--- config.mk ---
export PLATFORM = sky130hd
export DESIGN_NAME = nestang_core
export DESIGN_NICKNAME = d
export VERILOG_FILES = /design/src/hw/nestang_pkg.sv /design/src/hw/autofire.sv /design/src/hw/ce_sequencer.sv /design/src/hw/host_regs.sv /design/src/hw/joypad_port.sv /design/src/hw/mem_arbiter.sv /design/src/hw/nestang_core.sv /design/src/hw/pad_mapper.sv
export VERILOG_INCLUDE_DIRS = /design/src /design/src/include
export SDC_FILE = /design/constraint.sdc
export NUM_CORES = 1
export LEC_CHECK = 0
export BUFFER_PORTS_ARGS = -buffer_cell sky130_fd_sc_hd__buf_2
export CORE_ASPECT_RATIO = 0.7
export CORE_MARGIN = 2
export CORE_UTILIZATION = 43
export DETAILED_ROUTE_END_ITERATION = 6
export PLACE_DENSITY = 0.89
export SYNTH_ARGS = -nofsm -noshare
export SYNTH_HDL_FRONTEND = slang
export SYNTH_SLANG_ARGS = --single-unit
--- constraint.sdc ---
create_clock -name clk -period 1.83 [get_ports clk]
set_input_delay 0.183 -clock clk [delete_from_list [all_inputs] [get_ports clk]]
set_output_delay 0.183 -clock clk [all_outputs]
set_load 0.005 [all_outputs]
--- src/include/nestang_macros.svh ---
/*
 * nestang core constants
 * host register map, bus widths, sequencer length and autofire rate
 */
`ifndef NESTANG_MACROS_SVH
`define NESTANG_MACROS_SVH

// host register map on the uart link
`define HOST_ADDR_CONF 8'h35  // loader config, bit 0 holds the loader in reset
`define HOST_ADDR_ROM  8'h37  // rom data bytes for the loader
`define HOST_ADDR_PAD1 8'h40
`define HOST_ADDR_PAD2 8'h41

`define BYTE_WIDTH     8
`define MEM_ADDR_WIDTH 22     // 4MB address space

`define CE_PHASES      5      // memory slot plus nes slot per period

// cycles per autofire half period, kept small for simulation
`define AUTOFIRE_HALF  8

`endif

--- src/hw/nestang_pkg.sv ---
/*
 * nestang core types
 * byte, button, memory vectors and the clock-enable phase encoding
 */
package nestang_pkg;

  `include "nestang_macros.svh"

  typedef logic [`BYTE_WIDTH-1:0] host_byte_t;     // uart address or data byte

  // R L D U START SELECT B A from msb down, 1 = pressed
  typedef logic [`BYTE_WIDTH-1:0] nes_btn_t;

  typedef logic [`BYTE_WIDTH-1:0] ds_byte_t;       // dualshock rx byte, active low

  typedef logic [`MEM_ADDR_WIDTH-1:0] mem_addr_t;
  typedef logic [`BYTE_WIDTH-1:0] mem_data_t;

  // phase 0 issues the memory command, phase 4 clocks the nes
  typedef enum logic [$clog2(`CE_PHASES)-1:0] {
    PH_CMD,
    PH_ACTIVE,
    PH_RW,
    PH_WAIT,
    PH_NES
  } ce_phase_t;

endpackage

--- src/hw/autofire.sv ---
/*
 * autofire generator
 * square wave on fire while btn is held, low for the first half period
 */
`timescale 1ns/1ps
`include "nestang_macros.svh"

module autofire import nestang_pkg::*; #(
  parameter int HALF = `AUTOFIRE_HALF  // cycles per half period
) (
  input  logic clk,
  input  logic sys_resetn,
  input  logic btn,
  output logic fire
);

  localparam int CNT_W = $clog2(HALF + 1);

  logic [CNT_W-1:0] cnt;

  always_ff @(posedge clk) begin
    if (!sys_resetn || !btn) begin
      cnt  <= '0;  // release restarts the wave
      fire <= 1'b0;
    end else if (cnt == CNT_W'(HALF - 1)) begin
      cnt  <= '0;
      fire <= !fire;
    end else begin
      cnt <= cnt + 1'b1;
    end
  end

endmodule

--- src/hw/ce_sequencer.sv ---
/*
 * clock-enable sequencer
 * five-phase counter, memory slot in phase 0 and nes slot in phase 4,
 * both held off until the loader is done
 */
`timescale 1ns/1ps
`include "nestang_macros.svh"

module ce_sequencer import nestang_pkg::*; (
  input  logic clk,
  input  logic sys_resetn,
  input  logic loader_done,
  output logic run_mem,
  output logic run_nes
);

  ce_phase_t phase;

  always_ff @(posedge clk) begin
    if (!sys_resetn) begin
      phase <= PH_CMD;
    end else if (phase == ce_phase_t'(`CE_PHASES - 1)) begin
      phase <= PH_CMD;
    end else begin
      phase <= ce_phase_t'(phase + 1'b1);
    end
  end

  // nes slot reads the data of the memory slot 4 cycles back
  assign run_mem = loader_done && phase == PH_CMD;
  assign run_nes = loader_done && phase == PH_NES;

endmodule

--- src/hw/host_regs.sv ---
/*
 * host register demux
 * decodes uart register writes into loader config and host buttons,
 * and merges the uart rom bytes with the sd byte stream for the loader
 */
`timescale 1ns/1ps
`include "nestang_macros.svh"

module host_regs import nestang_pkg::*; (
  input  logic       clk,
  input  logic       sys_resetn,
  input  host_byte_t uart_addr,
  input  host_byte_t uart_data,
  input  logic       uart_write,
  input  host_byte_t sd_byte,
  input  logic       sd_valid,
  output host_byte_t loader_byte,
  output logic       loader_strobe,
  output logic       loader_reset,
  output nes_btn_t   host_btn1,
  output nes_btn_t   host_btn2
);

  logic conf_reset;  // only bit 0 of the config register has a meaning

  always_ff @(posedge clk) begin
    if (!sys_resetn) begin
      conf_reset <= 1'b0;
      host_btn1  <= '0;
      host_btn2  <= '0;
    end else if (uart_write) begin
      if (uart_addr == `HOST_ADDR_CONF) conf_reset <= uart_data[0];
      if (uart_addr == `HOST_ADDR_PAD1) host_btn1 <= uart_data;
      if (uart_addr == `HOST_ADDR_PAD2) host_btn2 <= uart_data;
    end
  end

  // sd card stream wins over uart rom bytes
  assign loader_byte   = sd_valid ? sd_byte : uart_data;
  assign loader_strobe = (uart_write && uart_addr == `HOST_ADDR_ROM) || sd_valid;

  assign loader_reset = !sys_resetn || conf_reset;

endmodule

--- src/hw/joypad_port.sv ---
/*
 * nes joypad port
 * parallel load while strobe is high, shift out lsb first on the
 * falling edge of the joypad clock
 */
`timescale 1ns/1ps

module joypad_port import nestang_pkg::*; (
  input  logic     clk,
  input  logic     sys_resetn,
  input  nes_btn_t pad_btn,
  input  logic     joypad_strobe,
  input  logic     joypad_clock,
  output logic     joypad_data
);

  nes_btn_t bits;
  logic     clock_q;   // last joypad clock level

  always_ff @(posedge clk) begin
    if (!sys_resetn) begin
      bits    <= '0;
      clock_q <= 1'b0;
    end else begin
      clock_q <= joypad_clock;
      if (clock_q && !joypad_clock) begin
        bits <= {1'b0, bits[$bits(nes_btn_t)-1:1]};  // zeros after the eighth read
      end else if (joypad_strobe) begin
        bits <= pad_btn;
      end
    end
  end

  assign joypad_data = bits[0];

endmodule

--- src/hw/mem_arbiter.sv ---
/*
 * memory request arbiter
 * loader writes take the bus at any time, nes requests only in the
 * memory slot, refresh fills idle slots
 */
`timescale 1ns/1ps

module mem_arbiter import nestang_pkg::*; (
  input  logic      run_mem,
  input  logic      nes_read_cpu,
  input  logic      nes_read_ppu,
  input  logic      nes_write,
  input  mem_addr_t nes_addr,
  input  mem_data_t nes_dout,
  input  logic      loader_write,
  input  logic      loader_refresh,
  input  mem_addr_t loader_addr,
  input  mem_data_t loader_data,
  output logic      mem_read_a,
  output logic      mem_read_b,
  output logic      mem_write,
  output logic      mem_refresh,
  output mem_addr_t mem_addr,
  output mem_data_t mem_din
);

  logic nes_req;

  assign nes_req = nes_read_cpu || nes_read_ppu || nes_write;

  assign mem_read_a = nes_read_cpu && run_mem;  // cpu port
  assign mem_read_b = nes_read_ppu && run_mem;  // ppu port
  assign mem_write  = (nes_write && run_mem) || loader_write;

  // idle memory slot, or loader asking for refresh between bytes
  assign mem_refresh = (run_mem && !nes_req && !loader_write) ||
                       (loader_refresh && !loader_write);

  assign mem_addr = loader_write ? loader_addr : nes_addr;
  assign mem_din  = loader_write ? loader_data : nes_dout;

endmodule

--- src/hw/nestang_core.sv ---
/*
 * nestang glue core
 * host registers, controller mapping, joypad ports, clock-enable
 * sequencer and memory arbiter between the nes, loader and memory
 */
`timescale 1ns/1ps

module nestang_core import nestang_pkg::*; (
  input  logic       clk,
  input  logic       sys_resetn,
  // host link and sd stream
  input  host_byte_t uart_addr,
  input  host_byte_t uart_data,
  input  logic       uart_write,
  input  host_byte_t sd_byte,
  input  logic       sd_valid,
  input  logic       loader_done,
  // controllers
  input  ds_byte_t   ds1_rx0,
  input  ds_byte_t   ds1_rx1,
  input  ds_byte_t   ds2_rx0,
  input  ds_byte_t   ds2_rx1,
  input  nes_btn_t   usb1_btn,
  input  nes_btn_t   usb2_btn,
  input  logic       usb1_x,
  input  logic       usb1_y,
  input  logic       usb2_x,
  input  logic       usb2_y,
  input  logic       joypad_strobe,
  input  logic [1:0] joypad_clock,  // one per player
  // nes and loader memory requests
  input  logic       nes_read_cpu,
  input  logic       nes_read_ppu,
  input  logic       nes_write,
  input  mem_addr_t  nes_addr,
  input  mem_data_t  nes_dout,
  input  logic       loader_write,
  input  logic       loader_refresh,
  input  mem_addr_t  loader_addr,
  input  mem_data_t  loader_data,
  // outputs
  output host_byte_t loader_byte,
  output logic       loader_strobe,
  output logic       loader_reset,
  output logic       run_nes,
  output logic [1:0] joypad_data,
  output logic       mem_read_a,
  output logic       mem_read_b,
  output logic       mem_write,
  output logic       mem_refresh,
  output mem_addr_t  mem_addr,
  output mem_data_t  mem_din
);

  nes_btn_t host_btn1;
  nes_btn_t host_btn2;
  nes_btn_t pad_btn1;
  nes_btn_t pad_btn2;
  logic     run_mem;

  host_regs host_regs_i (
    .clk           (clk),
    .sys_resetn    (sys_resetn),
    .uart_addr     (uart_addr),
    .uart_data     (uart_data),
    .uart_write    (uart_write),
    .sd_byte       (sd_byte),
    .sd_valid      (sd_valid),
    .loader_byte   (loader_byte),
    .loader_strobe (loader_strobe),
    .loader_reset  (loader_reset),
    .host_btn1     (host_btn1),
    .host_btn2     (host_btn2)
  );

  pad_mapper pad_mapper1_i (
    .clk        (clk),
    .sys_resetn (sys_resetn),
    .ds_rx0     (ds1_rx0),
    .ds_rx1     (ds1_rx1),
    .usb_btn    (usb1_btn),
    .usb_x      (usb1_x),
    .usb_y      (usb1_y),
    .host_btn   (host_btn1),
    .pad_btn    (pad_btn1)
  );

  pad_mapper pad_mapper2_i (
    .clk        (clk),
    .sys_resetn (sys_resetn),
    .ds_rx0     (ds2_rx0),
    .ds_rx1     (ds2_rx1),
    .usb_btn    (usb2_btn),
    .usb_x      (usb2_x),
    .usb_y      (usb2_y),
    .host_btn   (host_btn2),
    .pad_btn    (pad_btn2)
  );

  joypad_port joypad_port1_i (
    .clk           (clk),
    .sys_resetn    (sys_resetn),
    .pad_btn       (pad_btn1),
    .joypad_strobe (joypad_strobe),
    .joypad_clock  (joypad_clock[0]),
    .joypad_data   (joypad_data[0])
  );

  joypad_port joypad_port2_i (
    .clk           (clk),
    .sys_resetn    (sys_resetn),
    .pad_btn       (pad_btn2),
    .joypad_strobe (joypad_strobe),
    .joypad_clock  (joypad_clock[1]),
    .joypad_data   (joypad_data[1])
  );

  ce_sequencer ce_sequencer_i (
    .clk         (clk),
    .sys_resetn  (sys_resetn),
    .loader_done (loader_done),
    .run_mem     (run_mem),
    .run_nes     (run_nes)
  );

  mem_arbiter mem_arbiter_i (
    .run_mem        (run_mem),
    .nes_read_cpu   (nes_read_cpu),
    .nes_read_ppu   (nes_read_ppu),
    .nes_write      (nes_write),
    .nes_addr       (nes_addr),
    .nes_dout       (nes_dout),
    .loader_write   (loader_write),
    .loader_refresh (loader_refresh),
    .loader_addr    (loader_addr),
    .loader_data    (loader_data),
    .mem_read_a     (mem_read_a),
    .mem_read_b     (mem_read_b),
    .mem_write      (mem_write),
    .mem_refresh    (mem_refresh),
    .mem_addr       (mem_addr),
    .mem_din        (mem_din)
  );

endmodule

--- src/hw/pad_mapper.sv ---
/*
 * per-player button mapper
 * dualshock bytes and usb gamepad bits to one nes button byte,
 * with autofire on square (B) and triangle (A)
 */
`timescale 1ns/1ps

module pad_mapper import nestang_pkg::*; (
  input  logic     clk,
  input  logic     sys_resetn,
  input  ds_byte_t ds_rx0,    // L D R U St R3 L3 Se
  input  ds_byte_t ds_rx1,    // sq X O tri R1 L1 R2 L2
  input  nes_btn_t usb_btn,
  input  logic     usb_x,
  input  logic     usb_y,
  input  nes_btn_t host_btn,
  output nes_btn_t pad_btn
);

  logic     sq_fire;
  logic     tri_fire;
  nes_btn_t ds_btn;

  autofire af_square (
    .clk        (clk),
    .sys_resetn (sys_resetn),
    .btn        (!ds_rx1[7] || usb_y),
    .fire       (sq_fire)
  );

  autofire af_triangle (
    .clk        (clk),
    .sys_resetn (sys_resetn),
    .btn        (!ds_rx1[4] || usb_x),
    .fire       (tri_fire)
  );

  // X is B, O is A
  assign ds_btn = {~ds_rx0[5], ~ds_rx0[7], ~ds_rx0[6], ~ds_rx0[4],
                   ~ds_rx0[3], ~ds_rx0[0],
                   ~ds_rx1[6] | sq_fire,
                   ~ds_rx1[5] | tri_fire};

  assign pad_btn = ds_btn | usb_btn | host_btn;

endmodule

Word-level counts from Yosys, hierarchy flattened
Cells that the tools add are included.
Storage, ports and cells
  bits in registers: 58
  input port bits: 149
  output and inout port bits: 47
  word-level logic and storage cells: 119
Operators by class
  $add $sub $neg: 5
  equal/unequal tests: 9
  multiplexer cells: 7
  bitwise operators: 25
  reduce and logical (&&, ||, !) cells: 55
Operator list (number)
  $or 8x8->8: 4
  $mux 7: 4
  $mux 22: 1
  $logic_not 1->1: 17
  $not 1->1: 17
  $add 4x1->4 const B: 4
  $eq 4x3->1 const B: 4
  $eq 8x6->1 const B: 2
  $eq 8x7->1 const B: 2
  $mux 8: 2
  $logic_or 1x1->1: 14
  $reduce_or 2->1: 7
  $logic_and 1x1->1: 11
  $reduce_and 2->1: 3
  $or 1x1->1: 4
  $reduce_bool 2->1: 2
  $add 3x1->3 const B: 1
  $eq 3x3->1 const B: 1
  $logic_not 3->1: 1

Depth between registers and ports, before layout
  depth in word-level cells: 6
  mapped depth: 5
  depth with buffers taken out: 5

Cells and area by module
A second synthesis with hierarchy kept.
Unflattened totals
  cell total of the unflattened synthesis: 311
  area, all modules: 3173.0 µm²
Modules (own cells, without submodules)
  joypad_port: times used 2, cells an instance 38, area an instance 435.4 µm², seq. area each 180.2 µm²
  host_regs: times used 1, cells an instance 83, area an instance 828.3 µm², seq. area each 340.3 µm²
  autofire: times used 4, cells an instance 19, area an instance 182.7 µm², seq. area each 100.1 µm²
  mem_arbiter: times used 1, cells an instance 40, area an instance 422.9 µm², seq. area each 0.0 µm²
  pad_mapper: times used 2, cells an instance 10, area an instance 85.1 µm², seq. area each 0.0 µm²
  ce_sequencer: times used 1, cells an instance 16, area an instance 150.1 µm², seq. area each 60.1 µm²

Worst setup path before layout
OpenSTA, ideal clock, no wires.
  path kind: input -> register
  start point: input port uart_addr[2]
  end point: register host_regs_i.host_btn1[0]
  library setup time: 0.072 ns
  arrival time: 1.357 ns
  data required time: 1.758 ns
  path slack: 0.401 ns
  stages: 3
  buffers on the path: 0
  cell sequence: or4b_4 nor3_4 mux2i_1
On the way
  longest elaborated chain between the ends: 2
Ends and longest elaborated chain
  start: declaration: RTL line nestang_core.sv:12  | input host_byte_t uart_addr,
  $eq 8x7->1 (no source line)
  $reduce_and 2->1 (no source line)
  end signal: assignment: RTL line host_regs.sv:33  | if (uart_addr == `HOST_ADDR_PAD1) host_btn1 <= uart_data;
  end: declaration: RTL line host_regs.sv:20  | output nes_btn_t host_btn1,
No other way between the ends.
A chain may end at the register's enable or synchronous reset.

Worst setup path in the final report
  start point: register ce_sequencer_i.phase[0]
  end point: output port mem_refresh
On the way
  longest elaborated chain between the ends: 5
Ends and longest elaborated chain
  start: declaration: RTL line ce_sequencer.sv:17  | ce_phase_t phase;
  start signal: assignment: RTL line ce_sequencer.sv:25  | phase <= ce_phase_t'(phase + 1'b1);
  $logic_not 3->1: RTL line ce_sequencer.sv:30  | assign run_mem = loader_done && phase == PH_CMD;
  $logic_and 1x1->1: RTL line ce_sequencer.sv:30
  $logic_and 1x1->1 (2 in a row): RTL line mem_arbiter.sv:36  | assign mem_refresh = (run_mem && !nes_req && !loader_write) ||
  $logic_or 1x1->1: RTL line mem_arbiter.sv:36
  end: declaration: RTL line nestang_core.sv:50  | output logic mem_refresh,
No other way between the ends.

==> summary.md <==
| Metric | Value |
|---|---|
| Outcome | `complete, no violations` |
| Cts repair resizes | `0` |
| Synth area leader | `dfxtp_1` |
| Gr ovfl total | `0` |
| Routed length per instance | `15.8 um` |
| Vias in the first global route | `2954` |
| Crit path capture type | `output pin` |
| Hold Buf Count CTS | `0` |
| Share of cells above drive strength 1 | `0.400` |
| First-pass DRT Iterations | `4` |
| Post-synth top area share | `0.382` |
| RSZ-0062 raised after global routing | `false` |
| Fill cells | `627` |
| Buffers on Ports | `183` |
| Row cnt | `25` |
| DRT antenna net count | `0` |
| WP data arrival | `1.49 ns` |
| Die Height | `74.3 um` |
| Final instance area | `4250 um2` |
| Total Neg Setup Slack | `0 ns` |
| Area of the multi-input gates | `1750 um2` |
| Largest cells by area after synthesis | `dfxtp_1 38%, mux2_1 14%, mux2i_1 5.6%` |
| Die area | `7760 um2` |
| FF/Latch Area | `1160 um2` |
| Synth Area per Inst | `9.29 um2` |
| Top FF cell, synth | `dfxtp_1` |
| Vias/cell | `5.00` |
| Initial DRC count | `201` |
| Worst-skew pair later-pin latency | `0.33 ns` |
| Cell Area, Synth | `3040 um2` |
| Clock-pin slew on the worst setup and hold paths | `0.06 ns` |
| Worst Setup SP | `ce_sequencer_i.phase[0]$_SDFF_PP0_` |
| Sink Count | `58` |
| Clock skew | `0.00647 ns` |
| Post-CTS setup buffers | `0` |
| DP HPWL | `7800 um` |
| Register area share after synthesis | `0.382` |
| Setup violators final | `0` |
| Yosys cell types | `36` |
| LEAKAGE | `2.03 nW` |
| Number of flops mapped to enable cells by yosys | `0` |
| Worst-Margin Slew | `0.516 ns` |
| Ratio of final minimum period to clock period | `0.912` |
| IO Pins | `196` |
| Critical Path RT | `1.65 ns` |
| Worst ir drop on vdd | `0.000279 V` |
| Max-slew violation count | `0` |
| Clock Path Buffers | `2` |
| Worst rel slew slack | `0.656` |
| CTS tree | `yes` |
| Total Power | `3.00 mW` |
| Reg2reg start | `joypad_port1_i.clock_q$_SDFF_PN0_` |
| Hold Startpoint | `joypad_clock[0]` |
| Crit Path Category | `reg2out` |
| Ys async rst share | `0` |
| Via Count | `3055` |
| PwrDens | `707 nW/um2` |
| Cells after Synth | `327` |
| Final wirelength | `9660 um` |
| Hold Crit Class | `in2reg` |
| MaxCap Viol Count | `0` |
| H-tree levels | `3` |
| Area growth syn-to-layout | `39.9%` |
| Synthesized flop and latch total | `58` |
| Global-route wire length before repair | `14600 um` |
| DRC Markers | `0` |
| CTS root buf | `clkbuf_8` |
| Largest net degree at the start of global routing | `40` |
| Final net count | `664` |
| Area post-placement | `4050 um2` |
| Max Freq | `599 MHz` |
| Initial antenna violation count | `4` |
| Startpoint types | `flop` |
| Syn_nets | `482` |
| Yosys warning count | `0` |
| Starting Density | `0.447` |
| Fin. Hold Viols | `0` |
| Die W | `104 um` |
| Final min period | `1.67 ns` |
| CTS Buf Count | `9` |
| Gr usage total | `0.248` |
| Max Fanout on Critical Path | `4` |
| GPL Wtd Cong | `0.834` |
| CORE AREA | `6790 um2` |
==> per-layer routing <==
metal  up-vias  GRT usage  share of wire
met4         0      0.135          0.043
met1      1404      0.288           0.40
met5         -          0              0
met2       117      0.406           0.46
met3        32     0.0964          0.093
li1       1502          -              -
==> placed cells by master, fill, tap and decap left out, types with 2 or more instances in the layout <==
master / n
buf_2: 183
dfxtp_1: 58
nor2_1: 39
nand2_1: 39
mux2_1: 38
mux2i_1: 17
nor4bb_1: 16
inv_1: 14
a21boi_1: 14
or3_1: 10
clkbuf_8: 10
xor2_1: 8
ha_1: 6
buf_4: 5
diode_2: 4
and2_1: 4
o21ai_1: 4
xnor2_1: 4
nand3b_1: 4
o211ai_1: 4
nand3_1: 4
a211o_1: 4
and3_1: 3
nor2b_1: 3
a21o_1: 2
nor4b_1: 2
nor3_4: 2
clkbuf_1: 2
clkinv_2: 2
==> synthesized netlist by cell type (6+ instances only) <==
cell	n
dfxtp_1	58
nand2_1	39
nor2_1	39
mux2_1	38
mux2i_1	17
nor4bb_1	16
a21boi_1	14
inv_1	14
clkbuf_1	13
or3_1	10
xor2_1	8
ha_1	6
==> through the flow <==
stage / utilization / cells / hold WS, ns / setup slack, ns
detailed placement: 0.597 / 592 / 0.405 / 0.305
CTS: 0.624 / 607 / 0.0590 / 0.146
finish: 0.626 / 611 / 0.0684 / 0.162
floorplan: - / 327 / 0.285 / 0.401
global placement: 0.597 / 592 / 0.405 / 0.347
global route: 0.626 / 611 / 0.0702 / 0.0285
==> cell families after synthesis <==
| kind of cell | after synthesis | share of synthesized area |
|---|---|---|
| AOI/OAI and AO/OA | 31 | 0.0750 |
| xor gates and xnor gates | 12 | 0.0346 |
| adders and majority gates | 6 | 0.0247 |
| buffers and inverters | 32 | 0.0420 |
| DFF | 58 | 0.382 |
| muxes | 55 | 0.197 |
| and+or+nand+nor | 133 | 0.244 |
==> path summary, 6_finish.rpt <==
kind | endpoint | slack [ns] | depth (start not counted)
max | mem_refresh | 0.16 | 6
min | joypad_port1_i.clock_q$_SDFF_PN0_ | 0.07 | 2
max reg2reg | joypad_port1_i.bits[3]$_SDFFE_PN0P_ | 0.65 | 4
min reg2reg | pad_mapper1_i.af_square.cnt[0]$_SDFF_PP0_ | 0.45 | 1
==> final cells by class <==
cell class | count | share of cell area
tap | 94 | 0.0277
timing repair buffer | 189 | 0.229
inverter | 14 | 0.0124
multi-input combinational | 237 | 0.411
clock inverter | 3 | 0.00943
sequential | 58 | 0.273
antenna | 4 | 0.00236
clock buffer | 12 | 0.0342
==> power breakdown <==
part / internal [mW] / switching (mW)
clock network: 0.654 / 0.464
logic: 0.295 / 0.240
registers: 1.32 / 0.0315
==> registers in the layout, indices dropped and copies added, names as in the netlist, 3 cells and up <==
name                           flops
host_regs_i.host_btn1              8
host_regs_i.host_btn2              8
joypad_port1_i.bits                8
joypad_port2_i.bits                8
pad_mapper1_i.af_square.cnt        4
pad_mapper1_i.af_triangle.cnt      4
pad_mapper2_i.af_square.cnt        4
pad_mapper2_i.af_triangle.cnt      4
ce_sequencer_i.phase               3
==> worst max-delay path, stage by stage, from the launching register on <==
cell and delay, ns:
dfxtp_1 0.33, inv_1 0.05, ha_1 0.23, and3b_1 0.22, a21oi_1 0.13, nor2_1 0.05, buf_2 0.14
(Power assumes the default switching activity.)
